`src/arcade_cfg_pkg.sv`:
```
package arcade_cfg_pkg;

	typedef logic [3:0]  apb_addr_t;
	typedef logic [15:0] coin_count_t;

	// register map, byte addresses
	localparam apb_addr_t ADDR_CFG   = 4'h0;
	localparam apb_addr_t ADDR_CTRL  = 4'h4;
	localparam apb_addr_t ADDR_COINS = 4'h8;
	localparam apb_addr_t ADDR_RESET = 4'hC;

	localparam int RESET_CYCLES = 16; // core reset pulse length

	typedef enum logic [1:0] {
		SL_OFF,
		SL_25,
		SL_50,
		SL_75
	} scanline_e;

	// laid out as the CFG register: scanlines in 2:1, rotate in 0
	typedef struct packed {
		scanline_e scanlines;
		logic      rotate;
	} cfg_t;

	typedef enum logic [1:0] {
		APB_IDLE,
		APB_SETUP,
		APB_ACCESS
	} apb_state_e;

endpackage

```
`src/arcade_io_pkg.sv`:
```
package arcade_io_pkg;

	typedef logic [7:0] key_code_t;  // ps/2 set 2
	typedef logic [7:0] joystick_t;
	typedef logic [5:0] color_t;
	typedef logic [7:0] sample_t;    // unsigned

	localparam key_code_t KEY_UP     = 8'h75;
	localparam key_code_t KEY_DOWN   = 8'h72;
	localparam key_code_t KEY_LEFT   = 8'h6B;
	localparam key_code_t KEY_RIGHT  = 8'h74;
	localparam key_code_t KEY_COIN   = 8'h76; // esc
	localparam key_code_t KEY_START1 = 8'h05; // f1
	localparam key_code_t KEY_START2 = 8'h06; // f2
	localparam key_code_t KEY_FIRE1  = 8'h29; // space
	localparam key_code_t KEY_FIRE2  = 8'h11; // alt

	// joystick word bit positions
	localparam int JOY_RIGHT = 0;
	localparam int JOY_LEFT  = 1;
	localparam int JOY_DOWN  = 2;
	localparam int JOY_UP    = 3;
	localparam int JOY_FIRE1 = 4;
	localparam int JOY_FIRE2 = 5;

	typedef struct packed {
		logic      strobe;
		logic      pressed;
		key_code_t code;
	} key_event_t;

	typedef struct packed {
		logic up;
		logic down;
		logic left;
		logic right;
		logic fire1;
		logic fire2;
		logic start1;
		logic start2;
		logic coin;
		logic spare;
	} buttons_t;

	typedef buttons_t player_ctrl_t;

	typedef struct packed {
		color_t r;
		color_t g;
		color_t b;
		logic   hs; // active high
		logic   vs;
	} video_t;

endpackage

```
`src/key_decoder.sv`:
```
`timescale 1ns/1ns

module key_decoder (
	input  logic                     clk_mist,
	input  logic                     rst,
	input  arcade_io_pkg::key_event_t key_ev,
	output arcade_io_pkg::buttons_t   kb_buttons
);

	always_ff @(posedge clk_mist) begin
		if (rst) begin
			kb_buttons <= '0;
		end else if (key_ev.strobe) begin
			case (key_ev.code)
				arcade_io_pkg::KEY_UP: begin
					kb_buttons.up <= key_ev.pressed;
				end
				arcade_io_pkg::KEY_DOWN: begin
					kb_buttons.down <= key_ev.pressed;
				end
				arcade_io_pkg::KEY_LEFT: begin
					kb_buttons.left <= key_ev.pressed;
				end
				arcade_io_pkg::KEY_RIGHT: begin
					kb_buttons.right <= key_ev.pressed;
				end
				arcade_io_pkg::KEY_FIRE1: begin
					kb_buttons.fire1 <= key_ev.pressed;
				end
				arcade_io_pkg::KEY_FIRE2: begin
					kb_buttons.fire2 <= key_ev.pressed;
				end
				arcade_io_pkg::KEY_START1: begin
					kb_buttons.start1 <= key_ev.pressed;
				end
				arcade_io_pkg::KEY_START2: begin
					kb_buttons.start2 <= key_ev.pressed;
				end
				arcade_io_pkg::KEY_COIN: begin
					kb_buttons.coin <= key_ev.pressed;
				end
				default: begin
					kb_buttons <= kb_buttons; // other keys ignored
				end
			endcase
		end
	end

endmodule

```
`src/control_mapper.sv`:
```
`timescale 1ns/1ns

module control_mapper (
	input  logic                       clk_mist,
	input  logic                       rst,
	input  arcade_io_pkg::buttons_t     kb_buttons,
	input  arcade_io_pkg::joystick_t    joy_0,
	input  arcade_io_pkg::joystick_t    joy_1,
	input  logic                       rotate,
	output arcade_io_pkg::player_ctrl_t player
);

	logic raw_up;
	logic raw_down;
	logic raw_left;
	logic raw_right;
	logic raw_fire1;
	logic raw_fire2;

	// keyboard or either stick
	assign raw_up    = kb_buttons.up | joy_0[arcade_io_pkg::JOY_UP] | joy_1[arcade_io_pkg::JOY_UP];
	assign raw_down  = kb_buttons.down | joy_0[arcade_io_pkg::JOY_DOWN] |
		joy_1[arcade_io_pkg::JOY_DOWN];
	assign raw_left  = kb_buttons.left | joy_0[arcade_io_pkg::JOY_LEFT] |
		joy_1[arcade_io_pkg::JOY_LEFT];
	assign raw_right = kb_buttons.right | joy_0[arcade_io_pkg::JOY_RIGHT] |
		joy_1[arcade_io_pkg::JOY_RIGHT];
	assign raw_fire1 = kb_buttons.fire1 | joy_0[arcade_io_pkg::JOY_FIRE1] |
		joy_1[arcade_io_pkg::JOY_FIRE1];
	assign raw_fire2 = kb_buttons.fire2 | joy_0[arcade_io_pkg::JOY_FIRE2] |
		joy_1[arcade_io_pkg::JOY_FIRE2];

	always_ff @(posedge clk_mist) begin
		if (rst) begin
			player <= '0;
		end else begin
			player.up     <= rotate ? raw_right : raw_up; // quarter turn for vertical cabs
			player.down   <= rotate ? raw_left  : raw_down;
			player.left   <= rotate ? raw_up    : raw_left;
			player.right  <= rotate ? raw_down  : raw_right;
			player.fire1  <= raw_fire1;
			player.fire2  <= raw_fire2;
			player.start1 <= kb_buttons.start1;
			player.start2 <= kb_buttons.start2;
			player.coin   <= kb_buttons.coin;
			player.spare  <= 1'b0;
		end
	end

endmodule

```
`src/io_ctrl.sv`:
```
`timescale 1ns/1ns

module io_ctrl (
	input  logic                       clk_mist,
	input  logic                       rst,
	input  arcade_cfg_pkg::apb_addr_t   paddr,
	input  logic                       psel,
	input  logic                       penable,
	input  logic                       pwrite,
	input  logic [31:0]                pwdata,
	output logic [31:0]                prdata,
	output logic                       pready,
	output logic                       pslverr,
	input  arcade_io_pkg::player_ctrl_t player,
	output arcade_cfg_pkg::cfg_t        cfg,
	output logic                       core_rst
);

	typedef logic [$clog2(arcade_cfg_pkg::RESET_CYCLES + 1)-1:0] rst_cnt_t;

	arcade_cfg_pkg::apb_state_e  state;
	arcade_cfg_pkg::apb_state_e  state_next;
	arcade_cfg_pkg::coin_count_t coins;
	rst_cnt_t                    rst_cnt;
	logic                        coin_q;
	logic                        addr_ok;
	logic                        wr_en;

	always_comb begin
		state_next = state;
		case (state)
			arcade_cfg_pkg::APB_IDLE: begin
				if (psel && !penable)
					state_next = arcade_cfg_pkg::APB_ACCESS; // setup phase seen
			end
			default: begin
				state_next = arcade_cfg_pkg::APB_IDLE; // one access cycle only
			end
		endcase
	end

	always_ff @(posedge clk_mist) begin
		if (rst)
			state <= arcade_cfg_pkg::APB_IDLE;
		else
			state <= state_next;
	end

	// register decode
	always_comb begin
		addr_ok = 1'b1;
		prdata  = '0;
		case (paddr)
			arcade_cfg_pkg::ADDR_CFG:   prdata = {29'd0, cfg};
			arcade_cfg_pkg::ADDR_CTRL:  prdata = {22'd0, player};
			arcade_cfg_pkg::ADDR_COINS: prdata = {16'd0, coins};
			arcade_cfg_pkg::ADDR_RESET: prdata = '0; // write only
			default:                    addr_ok = 1'b0;
		endcase
	end

	assign pready  = (state == arcade_cfg_pkg::APB_ACCESS);
	assign pslverr = pready && !addr_ok;
	assign wr_en   = pready && psel && pwrite;

	always_ff @(posedge clk_mist) begin
		if (rst) begin
			cfg <= '0;
		end else if (wr_en && paddr == arcade_cfg_pkg::ADDR_CFG) begin
			cfg.rotate    <= pwdata[0];
			cfg.scanlines <= arcade_cfg_pkg::scanline_e'(pwdata[2:1]);
		end
	end

	always_ff @(posedge clk_mist) begin
		if (rst) begin
			coin_q <= 1'b0;
			coins  <= '0;
		end else begin
			coin_q <= player.coin;
			if (wr_en && paddr == arcade_cfg_pkg::ADDR_COINS)
				coins <= '0; // clear beats a coin edge
			else if (player.coin && !coin_q)
				coins <= coins + 1'b1;
		end
	end

	always_ff @(posedge clk_mist) begin
		if (rst)
			rst_cnt <= '0;
		else if (wr_en && paddr == arcade_cfg_pkg::ADDR_RESET)
			rst_cnt <= rst_cnt_t'(arcade_cfg_pkg::RESET_CYCLES); // restarts if busy
		else if (rst_cnt != '0)
			rst_cnt <= rst_cnt - 1'b1;
	end

	assign core_rst = (rst_cnt != '0);

endmodule

```
`src/audio_dac.sv`:
```
`timescale 1ns/1ns

module audio_dac (
	input  logic                   clk_mist,
	input  logic                   rst,
	input  arcade_io_pkg::sample_t sample,
	output logic                   audio_out
);

	logic [8:0] acc; // bit 8 holds last carry

	always_ff @(posedge clk_mist) begin
		if (rst)
			acc <= '0;
		else
			acc <= {1'b0, acc[7:0]} + {1'b0, sample};
	end

	assign audio_out = acc[8];

endmodule

```
`src/scanline_dimmer.sv`:
```
`timescale 1ns/1ns

module scanline_dimmer (
	input  logic                      clk_mist,
	input  logic                      rst,
	input  arcade_io_pkg::video_t     video_in,
	input  arcade_cfg_pkg::scanline_e scanlines,
	output arcade_io_pkg::video_t     video_out
);

	logic hs_q;
	logic odd_line;

	function automatic arcade_io_pkg::color_t dim(
		input arcade_io_pkg::color_t     c,
		input arcade_cfg_pkg::scanline_e lvl
	);
		arcade_io_pkg::color_t res;
		case (lvl)
			arcade_cfg_pkg::SL_25: res = c - (c >> 2);
			arcade_cfg_pkg::SL_50: res = c >> 1;
			arcade_cfg_pkg::SL_75: res = c >> 2;
			default:               res = c;
		endcase
		return res;
	endfunction

	always_ff @(posedge clk_mist) begin
		if (rst) begin
			hs_q     <= 1'b0;
			odd_line <= 1'b0;
		end else begin
			hs_q <= video_in.hs;
			if (hs_q && !video_in.hs)
				odd_line <= ~odd_line; // new line starts at hs fall
		end
	end

	always_ff @(posedge clk_mist) begin
		if (rst) begin
			video_out <= '0;
		end else begin
			video_out.r  <= odd_line ? dim(video_in.r, scanlines) : video_in.r;
			video_out.g  <= odd_line ? dim(video_in.g, scanlines) : video_in.g;
			video_out.b  <= odd_line ? dim(video_in.b, scanlines) : video_in.b;
			video_out.hs <= video_in.hs;
			video_out.vs <= video_in.vs;
		end
	end

endmodule

```
`src/arcade_io_top.sv`:
```
`timescale 1ns/1ns

module arcade_io_top (
	input  logic                       clk_mist,
	input  logic                       rst,
	input  arcade_cfg_pkg::apb_addr_t   paddr,
	input  logic                       psel,
	input  logic                       penable,
	input  logic                       pwrite,
	input  logic [31:0]                pwdata,
	output logic [31:0]                prdata,
	output logic                       pready,
	output logic                       pslverr,
	input  arcade_io_pkg::key_event_t   key_ev,
	input  arcade_io_pkg::joystick_t    joy_0,
	input  arcade_io_pkg::joystick_t    joy_1,
	input  arcade_io_pkg::video_t       video_in,
	input  arcade_io_pkg::sample_t      sample,
	output arcade_io_pkg::video_t       video_out,
	output logic                       audio_l,
	output logic                       audio_r,
	output arcade_io_pkg::player_ctrl_t player,
	output logic                       core_rst
);

	arcade_io_pkg::buttons_t kb_buttons;
	arcade_cfg_pkg::cfg_t    cfg;
	logic                    audio_bit;

	key_decoder u_key_decoder (
		.clk_mist   (clk_mist),
		.rst        (rst),
		.key_ev     (key_ev),
		.kb_buttons (kb_buttons)
	);

	control_mapper u_control_mapper (
		.clk_mist   (clk_mist),
		.rst        (rst),
		.kb_buttons (kb_buttons),
		.joy_0      (joy_0),
		.joy_1      (joy_1),
		.rotate     (cfg.rotate),
		.player     (player)
	);

	io_ctrl u_io_ctrl (
		.clk_mist (clk_mist),
		.rst      (rst),
		.paddr    (paddr),
		.psel     (psel),
		.penable  (penable),
		.pwrite   (pwrite),
		.pwdata   (pwdata),
		.prdata   (prdata),
		.pready   (pready),
		.pslverr  (pslverr),
		.player   (player),
		.cfg      (cfg),
		.core_rst (core_rst)
	);

	audio_dac u_audio_dac (
		.clk_mist  (clk_mist),
		.rst       (rst),
		.sample    (sample),
		.audio_out (audio_bit)
	);

	scanline_dimmer u_scanline_dimmer (
		.clk_mist  (clk_mist),
		.rst       (rst),
		.video_in  (video_in),
		.scanlines (cfg.scanlines),
		.video_out (video_out)
	);

	assign audio_l = audio_bit; // mono to both channels
	assign audio_r = audio_bit;

endmodule

```
`config.mk`:
```
export PLATFORM = sky130hd
export DESIGN_NAME = arcade_io_top
export DESIGN_NICKNAME = d
export VERILOG_FILES = /design/src/arcade_cfg_pkg.sv /design/src/arcade_io_pkg.sv /design/src/key_decoder.sv /design/src/control_mapper.sv /design/src/io_ctrl.sv /design/src/audio_dac.sv /design/src/scanline_dimmer.sv /design/src/arcade_io_top.sv
export SDC_FILE = /design/constraint.sdc
export NUM_CORES = 1
export LEC_CHECK = 0
export BUFFER_PORTS_ARGS = -buffer_cell sky130_fd_sc_hd__buf_4
export CAP_MARGIN = 20
export CORE_MARGIN = 1.5
export CORE_UTILIZATION = 45
export DETAILED_ROUTE_END_ITERATION = 8
export MAX_ROUTING_LAYER = met4
export PLACE_DENSITY = 0.77
export REMOVE_ABC_BUFFERS = 1
export SLEW_MARGIN = 10
export SYNTH_ARGS = -nofsm -noshare
export SYNTH_HDL_FRONTEND = slang
export SYNTH_SLANG_ARGS = --single-unit
```
`constraint.sdc`:
```
create_clock -name clk_mist -period 3.6 [get_ports clk_mist]
set_input_delay 0.36 -clock clk_mist [delete_from_list [all_inputs] [get_ports clk_mist]]
set_output_delay 0.36 -clock clk_mist [all_outputs]
set_load 0.03 [all_outputs]
```
After elaboration in Yosys (flattened, before gate mapping). Cells that the tools add are included.

Output and inout bits: 67. Register bits: 74. Input port bits: 95. Logic and storage cells: 111.

Add/subtract/negate cells: 6. Bitwise operators: 14. Muxes and demuxes: 14. Reduce and logical (&&, ||, !) cells: 30. Eq/ne operators: 15.

Operators by type and width (number): $pmux 6 s3 (3); $pmux 16 s3 (1); $eq 8x7->1 const B (5); $mux 6 (3); $reduce_and 2->1 (9); $sub 6x4->6 (3); $add 16x1->16 const B (1); $eq 8x3->1 const B (2); $or 1x1->1 (12); $mux 5 (2); $add 8x8->9 (1); $logic_and 1x1->1 (9); $eq 4x4->1 const B (2); $eq 8x5->1 const B (1); $eq 8x6->1 const B (1); $reduce_or 2->1 (3); $mux 1 (5); $reduce_bool 5->1 (1); $sub 5x1->5 const B (1); $eq 2x2->1 const B (2); $eq 4x3->1 const B (1); $logic_not 1->1 (4); $logic_not 4->1 (1); $reduce_or 4->1 (1); other kinds (4) (5).

Logic depth before layout (Yosys ltp). Gate-level depths: netlist of run 1.

Depth after elaboration: 5. Gate-level depth with buffers: 9. Depth with buffers taken out: 9.

Hierarchy. From an unflattened synthesis of run 1, not the netlist that was laid out.

Cells, all modules: 507. Area, all modules: 4337.9 um^2.

By module, submodules not included: scanline_dimmer (instances 1, cells each 195, sequential area each 420.4 um^2, area each 1522.7 um^2); io_ctrl (instances 1, cells each 172, sequential area each 520.5 um^2, area each 1458.9 um^2); audio_dac (instances 1, cells each 54, sequential area each 180.2 um^2, area each 514.2 um^2); key_decoder (instances 1, cells each 53, sequential area each 180.2 um^2, area each 503.0 um^2); control_mapper (instances 1, cells each 32, sequential area each 180.2 um^2, area each 331.6 um^2); arcade_io_top (instances 1, cells each 1, sequential area each 0.0 um^2, area each 7.5 um^2).

Worst setup path before layout of run 1. No wires, ideal clock.

Path kind: flip-flop to output port. From: register, netlist name u_io_ctrl.cfg[1]. To: output prdata[1]. Data arrival time: 1.621 ns. Data required time: 3.240 ns. Path slack: 1.619 ns. Stages on the path, launching flop included: 7. Buffers on the path: 2. Cells stage by stage: dfxtp_1 -> clkbuf_1 -> clkbuf_1 -> mux2i_1 -> nor2_1 -> a21oi_1 -> nor3_1.

Longest elaborated chain between the ends: 1.

Ends and longest elaborated chain: $pmux 16 s3 (RTL line io_ctrl.sv:53) `case (paddr)`; end, declared (RTL line arcade_io_top.sv:11) `output logic [31:0] prdata,`.

No other way between the ends.

Final worst setup path of run 1.
From: register, netlist name u_io_ctrl.cfg[2]. To: register, netlist name u_scanline_dimmer.video_out[17].

Longest elaborated chain between the ends: 3. Elaborated cells between the ends (all ways): 5. Classes of those cells: eq/ne: 3; mux: 2.

Ends and longest elaborated chain: $eq 2x2->1 / $eq 2x1->1 (equally long branches) (RTL line scanline_dimmer.sv:19) `case (lvl)`; $pmux 6 s3 (*) (RTL line scanline_dimmer.sv:19); $mux 6 (*) (RTL line scanline_dimmer.sv:43) `video_out.r <= odd_line ? dim(video_in.r, scanlines) : video_in.r;`.

Every way passes the cells marked *; elsewhere a longest branch is shown, timed or not. A chain may end at the register's enable or synchronous reset.

==> results.py, run 1 <==
metrics = {
    "status": {
        "status": "completed",
    },
    "worst_setup_path": {
        "slowest_stage": "dfxtp_1",
        "worstSetupStartpointType": "register",
        "slowest_delay_ns": 0.86,
        "crit_chain": "nor2_1, nor2_1, nor2_1, a311oi_1",
        "worstPathArrival_ns": 2.52,
        "cp-end-kind": "register",
        "path_max_fanout": 23,
        "cpMostUsedCell": "nor2_1",
        "required_ns": 3.83,
        "crit_type": "reg2reg",
        "path_buf_inv": 0,
        "cpLargestDelayFamily": "simple AND/OR/NAND/NOR gates",
    },
    "sta": {
        "report.final.slew_viol_count": 0,
        "relSlewSlack_pct": 32.4,
        "fmax_ghz": 0.438,
        "tightest_slew_ns": 1.01,
        "fin_setup_tns_ns": 0,
        "rsz0062_at_grt": "no",
        "hold_slack_ns": 0.152,
        "hold_violations": 0,
        "fin_skew_ns": 0.00970,
        "period_share_pct": 63.4,
        "post-route-min-period_ns": 2.28,
        "setup_viol": 0,
    },
    "cts": {
        "clock_sinks": 74,
        "cts_buffers": 9,
        "cts_max_level": 3,
        "postCtsSetupBuffers": 0,
        "cts_hold_buf": 0,
        "cts_buffer_depth": 2,
        "insertion_delay_ns": 0.35,
        "clock-root-buffer": "clkbuf_8",
        "tritoncts": "built",
        "clk_pin_slew_ns": 0.09,
        "cts.repair.resized": 0,
    },
    "die": {
        "fp.dieArea_sq_um": 9850,
        "num_rows": 34,
        "fp.dieH_um": 99.2,
        "core-area_sq_um": 8850,
        "initial_core_util_pct": 47.1,
        "die_w_um": 99.2,
        "num_io_pins": 162,
    },
    "power": {
        "p_clk_share_pct": 31.5,
        "power_frac_comb_pct": 26.2,
        "p_sw_share_pct": 32.5,
        "irDropWorstVdd_mv": 0.187,
        "p_sw_uw": 703,
        "p_per_area_nw_per_um2": 418,
        "p_seq_share_pct": 42.3,
        "power.leakage_uw": 0.00222,
        "p_int_uw": 1460,
    },
    "final_layout": {
        "diodes": 0,
        "drive_gt1_share_pct": 22.4,
        "multi_input_area_sq_um": 2410,
        "regArea_sq_um": 1480,
        "final_nets": 714,
        "final_core_util_pct": 58.5,
        "fillCellCount": 799,
        "stdcell_count": 706,
        "final_common_cell": "buf_4",
        "areaGrowthSynthToFinish_pct": 24.2,
        "most-common-layout-cells": "113 x buf_4, 74 x dfxtp_1, 67 x nor2_1, 30 x nand2_1",
    },
    "synthesis": {
        "synth_cell_type_count": 46,
        "synthesis.area_sq_um": 4170,
        "yosys_warnings": 0,
        "synth-edff-count": 0,
        "synth-seq-cells": 74,
        "yosysSeqAreaShare_pct": 35.6,
        "syn_avg_cell_area_sq_um": 8.43,
        "synthCells": 494,
        "ys.flop_type": "dfxtp_1",
        "async_flop_share_pct": 0,
    },
    "place": {
        "dp_hpwl_mm": 7.33,
        "numPortBuffers": 111,
        "place.gp.congestion": 0.858,
        "dp.cells": 690,
    },
    "global_route": {
        "antenna_found_initial": 0,
        "grt_pass1_vias": 3663,
        "track_usage_pct": 20.8,
        "grt-ovfl-total": 0,
        "grt_max_degree": 55,
        "grt_pass1_wl_mm": 16.2,
    },
    "routing": {
        "drt_first_pass_iters": 4,
        "drtIter0Drc": 141,
        "via_per_inst": 5.36,
        "final_antenna_net_count": 0,
        "vias": 3783,
        "totalWireLength_mm": 9.93,
        "route.met3.wl_um": 483,
        "wire_per_inst_um": 14.1,
        "drc": 0,
        "wl_met2_mm": 4.81,
        "dr.max_layer_used": "met4",
        "drt-met1-wl_mm": 4.42,
    },
    "worst_hold_path": {
        "hp-class": "in2reg",
    },
    "run": {
        "drv_cap": 0,
    },
}
sequential cells by signal, indices dropped and copies added (netlist names):
register	cells
u_scanline_dimmer.video_out	20
u_io_ctrl.coins	16
u_audio_dac.acc	9
u_control_mapper.player	9
u_key_decoder.kb_buttons	9
u_io_ctrl.rst_cnt	5
u_io_ctrl.cfg	3
u_io_ctrl.coin_q	1
u_io_ctrl.state	1
u_scanline_dimmer.odd_line	1
cell usage after synthesis (12+ instances only):
| cell | n | share of area [%] |
|---|---|---|
| nand4_1 | 12 | 1.8 |
| nor2_1 | 67 | 6.0 |
| o21ai_0 | 19 | 2.3 |
| mux2i_1 | 22 | 5.3 |
| dfxtp_1 | 74 | 36 |
| nor3_1 | 24 | 2.9 |
| a211oi_1 | 16 | 2.9 |
| clkbuf_1 | 16 | 1.4 |
| xor2_1 | 14 | 2.9 |
| nand2_1 | 30 | 2.7 |
| ha_1 | 22 | 6.6 |
| a21oi_1 | 14 | 1.7 |
| nor2b_1 | 18 | 2.7 |
| inv_1 | 24 | 2.2 |
| buf_4 | 19 | 3.4 |
power by group through the flow:
stage | Combinational [uW] | Sequential [uW] | Clock [uW]
after detailed placement | 566 | 934 | 0
final | 567 | 914 | 681
after CTS | 570 | 915 | 700
after floorplan | 327 | 975 | 0
after global routing | 634 | 922 | 727
after global placement | 549 | 931 | 0
cell type report:
cell class / count / area share, %
Sequential cell: 74 / 28.6
Multi-Input combinational cell: 371 / 46.7
Clock inverter: 7 / 1.60
Tap cell: 108 / 2.61
Clock buffer: 9 / 2.39
Timing Repair Buffer: 113 / 16.4
Inverter: 24 / 1.74
worst paths after layout:
path,from,endpoint,slack (ns),cells after the start
worst max-delay path,u_io_ctrl.cfg[2],u_scanline_dimmer.video_out[17],1.32,4
worst min-delay path,penable,u_io_ctrl.state[1],0.15,2
worst max register to register,u_io_ctrl.cfg[2],u_scanline_dimmer.video_out[17],1.32,4
worst min register to register,u_key_decoder.kb_buttons[2],u_key_decoder.kb_buttons[2],0.46,2
metal layers:
| metal | track usage, % | vias to the layer above |
|---|---|---|
| met5 | - | - |
| met4 | 9.75 | 0 |
| met3 | 3.02 | 19 |
| met2 | 34.8 | 110 |
| met1 | 24.8 | 1771 |
| li1 | - | 1883 |
per-stage QoR:
| stage | worst slack (ns) | cell area, sq um | total power [uW] |
|---|---|---|---|
| after detailed placement | 1.36 | 4970 | 1500 |
| after floorplan | 1.52 | 3990 | 1300 |
| final | 1.32 | 5180 | 2160 |
| after global routing | 1.15 | 5180 | 2280 |
| after CTS | 1.31 | 5180 | 2190 |
| after global placement | 1.38 | 4970 | 1480 |
cell families after synthesis:
group / Yosys count / share of synthesized area, %
and+or+nand+nor: 197 / 23.9
AOI/OAI and AO/OA: 85 / 13.7
DFF: 74 / 35.6
buffers and inverters: 65 / 7.93
adders and majority gates: 26 / 8.53
xor gates and xnor gates: 24 / 5.05
muxes: 22 / 5.29
other: 1 / 0.0900
No activity file was read; power rests on OpenSTA's default activity.
==> inputs of run 2 (changes only) <==
==> constraint.sdc (replaced) <==
create_clock -name clk_mist -period 2.23 [get_ports clk_mist]
set_input_delay 0.223 -clock clk_mist [delete_from_list [all_inputs] [get_ports clk_mist]]
set_output_delay 0.223 -clock clk_mist [all_outputs]
set_load 0.03 [all_outputs]
==> run 2 against run 1 <==
- via count grew 1.5%
- non-clock buffer count increased by 6
- sequential power up 62%
- final cell count increased by 0.85%
- final area rose by 0.53%
- sequential cell count is the same
- first-iteration DRC count increased by 0.71%
- global-route usage is 0.63 points higher
==> results.py, run 2 (synthesized netlist as in run 1, its figures left out) <==
metrics = {
    "global_route": {
        "grt-ovfl-total": 0,
        "grt_pass1_vias": 3656,
        "antenna_found_initial": 0,
        "track_usage_pct": 21.4,
        "grt_max_degree": 55,
        "grt_pass1_wl_mm": 16.6,
    },
    "final_layout": {
        "top_register": "u_scanline_dimmer.video_out",
        "fillCellCount": 809,
        "stdcell_count": 712,
        "reg_top3": "u_scanline_dimmer.video_out x20, u_io_ctrl.coins x16",
        "drive_gt1_share_pct": 23.0,
        "multi_input_area_sq_um": 2410,
        "final_nets": 720,
        "largest_reg_flops": 20,
        "areaGrowthSynthToFinish_pct": 24.9,
        "most-common-layout-cells": "118 x buf_4, 74 x dfxtp_1, 67 x nor2_1, 30 x nand2_1",
        "regArea_sq_um": 1480,
        "final_common_cell": "buf_4",
        "diodes": 0,
    },
    "status": {
        "status": "completed",
    },
    "place": {
        "numPortBuffers": 111,
        "dp_hpwl_mm": 7.60,
        "dp.cells": 695,
        "place.gp.congestion": 0.849,
        "post-place-ws_ns": 0.301,
    },
    "sta": {
        "report.final.slew_viol_count": 0,
        "hold_slack_ns": 0.0832,
        "tightest_slew_ns": 0.579,
        "rsz0062_at_grt": "no",
        "setup_viol": 0,
        "timing.final.ws_setup_ns": 0.308,
        "relSlewSlack_pct": 61.4,
        "fin_skew_ns": 0.00840,
        "fmax_ghz": 0.520,
        "hold_violations": 0,
        "fin_setup_tns_ns": 0,
        "period_share_pct": 86.2,
        "post-route-min-period_ns": 1.92,
    },
    "worst_setup_path": {
        "r2r_end": "u_audio_dac.acc[8]",
        "cpLargestDelayFamily": "flip-flops",
        "path_buf_inv": 1,
        "r2r_start": "u_audio_dac.acc[0]",
        "slowest_stage": "dfxtp_1",
        "cp-end-kind": "output pin",
        "crit_type": "reg2out",
        "crit_chain": "mux2i_1, nor2_1, a21oi_1, nor3_1, buf_4",
        "worstSetupStartpointType": "register",
        "worstPathArrival_ns": 1.70,
        "slowest_delay_ns": 0.68,
        "required_ns": 2.01,
        "path_max_fanout": 14,
        "reg2regPathDepth": 8,
        "reg2reg_setup_slack_ns": 0.40,
    },
    "cts": {
        "postCtsSetupBuffers": 0,
        "clock_sinks": 74,
        "tritoncts": "built",
        "cts_buffers": 9,
        "cts_max_level": 3,
        "insertion_delay_ns": 0.35,
        "clk_pin_slew_ns": 0.09,
        "cts.repair.resized": 0,
        "cts_hold_buf": 1,
        "clock-root-buffer": "clkbuf_8",
        "cts_buffer_depth": 2,
    },
    "die": {
        "fp.dieArea_sq_um": 9850,
        "die_w_um": 99.2,
        "core-area_sq_um": 8850,
        "num_rows": 34,
        "num_io_pins": 162,
        "initial_core_util_pct": 47.1,
        "fp.dieH_um": 99.2,
    },
    "worst_hold_path": {
        "hold_depth": 2,
        "hp-class": "in2reg",
        "hold_end": "u_scanline_dimmer.video_out[0]",
        "hold_path.startpoint": "video_in[0]",
    },
    "routing": {
        "drc": 0,
        "final_antenna_net_count": 0,
        "drt_first_pass_iters": 4,
        "drtIter0Drc": 142,
        "wire_per_inst_um": 14.1,
        "vias": 3838,
        "totalWireLength_mm": 10.1,
        "via_per_inst": 5.39,
    },
    "power": {
        "irDropWorstVdd_mv": 0.297,
        "power.leakage_uw": 0.00224,
        "p_per_area_nw_per_um2": 651,
        "power_uw": 3390,
    },
    "run": {
        "drv_cap": 0,
    },
}
==> run 2: cell types whose count changed in the layout (fill, tap and decap cells not counted), sizes merged <==
cell,delta
clkinvlp,-1
clkinv,+3
buf,+5
dlygate4sd3,+1
inv,-1
bufinv,-1
==> run 2: per-layer routing <==
| layer | GRT usage [%] | up-vias | wire [um] |
|---|---|---|---|
| li1 | - | 1898 | - |
| met1 | 25.5 | 1808 | 4490 |
| met2 | 36.7 | 111 | 4900 |
| met3 | 4.01 | 21 | 521 |
| met4 | 6.93 | 0 | 157 |
| met5 | - | - | 0 |
==> run 2: report_power, final <==
| group | total [uW] | switching [uW] | leakage, uW | internal, uW |
|---|---|---|---|---|
| registers | 1480 | 52.1 | 0.000607 | 1430 |
| logic | 924 | 528 | 0.00154 | 396 |
| clock network | 988 | 563 | 0.0000923 | 425 |
==> run 2: how the worst max path moves through the flow <==
stage                           startpoint                               to  slack, ns  depth (start not counted)
after global placement         video_in[2]   u_scanline_dimmer.video_out[6]       0.39                         10
after detailed placement      video_in[17]  u_scanline_dimmer.video_out[17]       0.30                          8
after CTS                 u_io_ctrl.cfg[2]                        prdata[2]       0.32                          5
final                     u_io_ctrl.cfg[2]                        prdata[2]       0.31                          5
after floorplan           u_io_ctrl.cfg[1]                        prdata[1]       0.29                          4
after global routing      u_io_ctrl.cfg[2]                        prdata[2]       0.15                          5
==> run 2: layout make-up <==
cell class / count / area share, %
repair buffers: 119 / 17.2
clock inverters: 7 / 1.20
flip-flops and latches: 74 / 28.5
well taps: 108 / 2.60
clock buffers: 9 / 2.38
inverters: 24 / 1.73
multi-input cells: 371 / 46.4
==> run 2: per-stage QoR <==
stage / util (%) / instance area (sq um)
global placement: 56.6 / 5010
global route: 58.8 / 5200
finish: 58.8 / 5200
detailed placement: 56.6 / 5010
floorplan: - / 3990
CTS: 58.8 / 5200
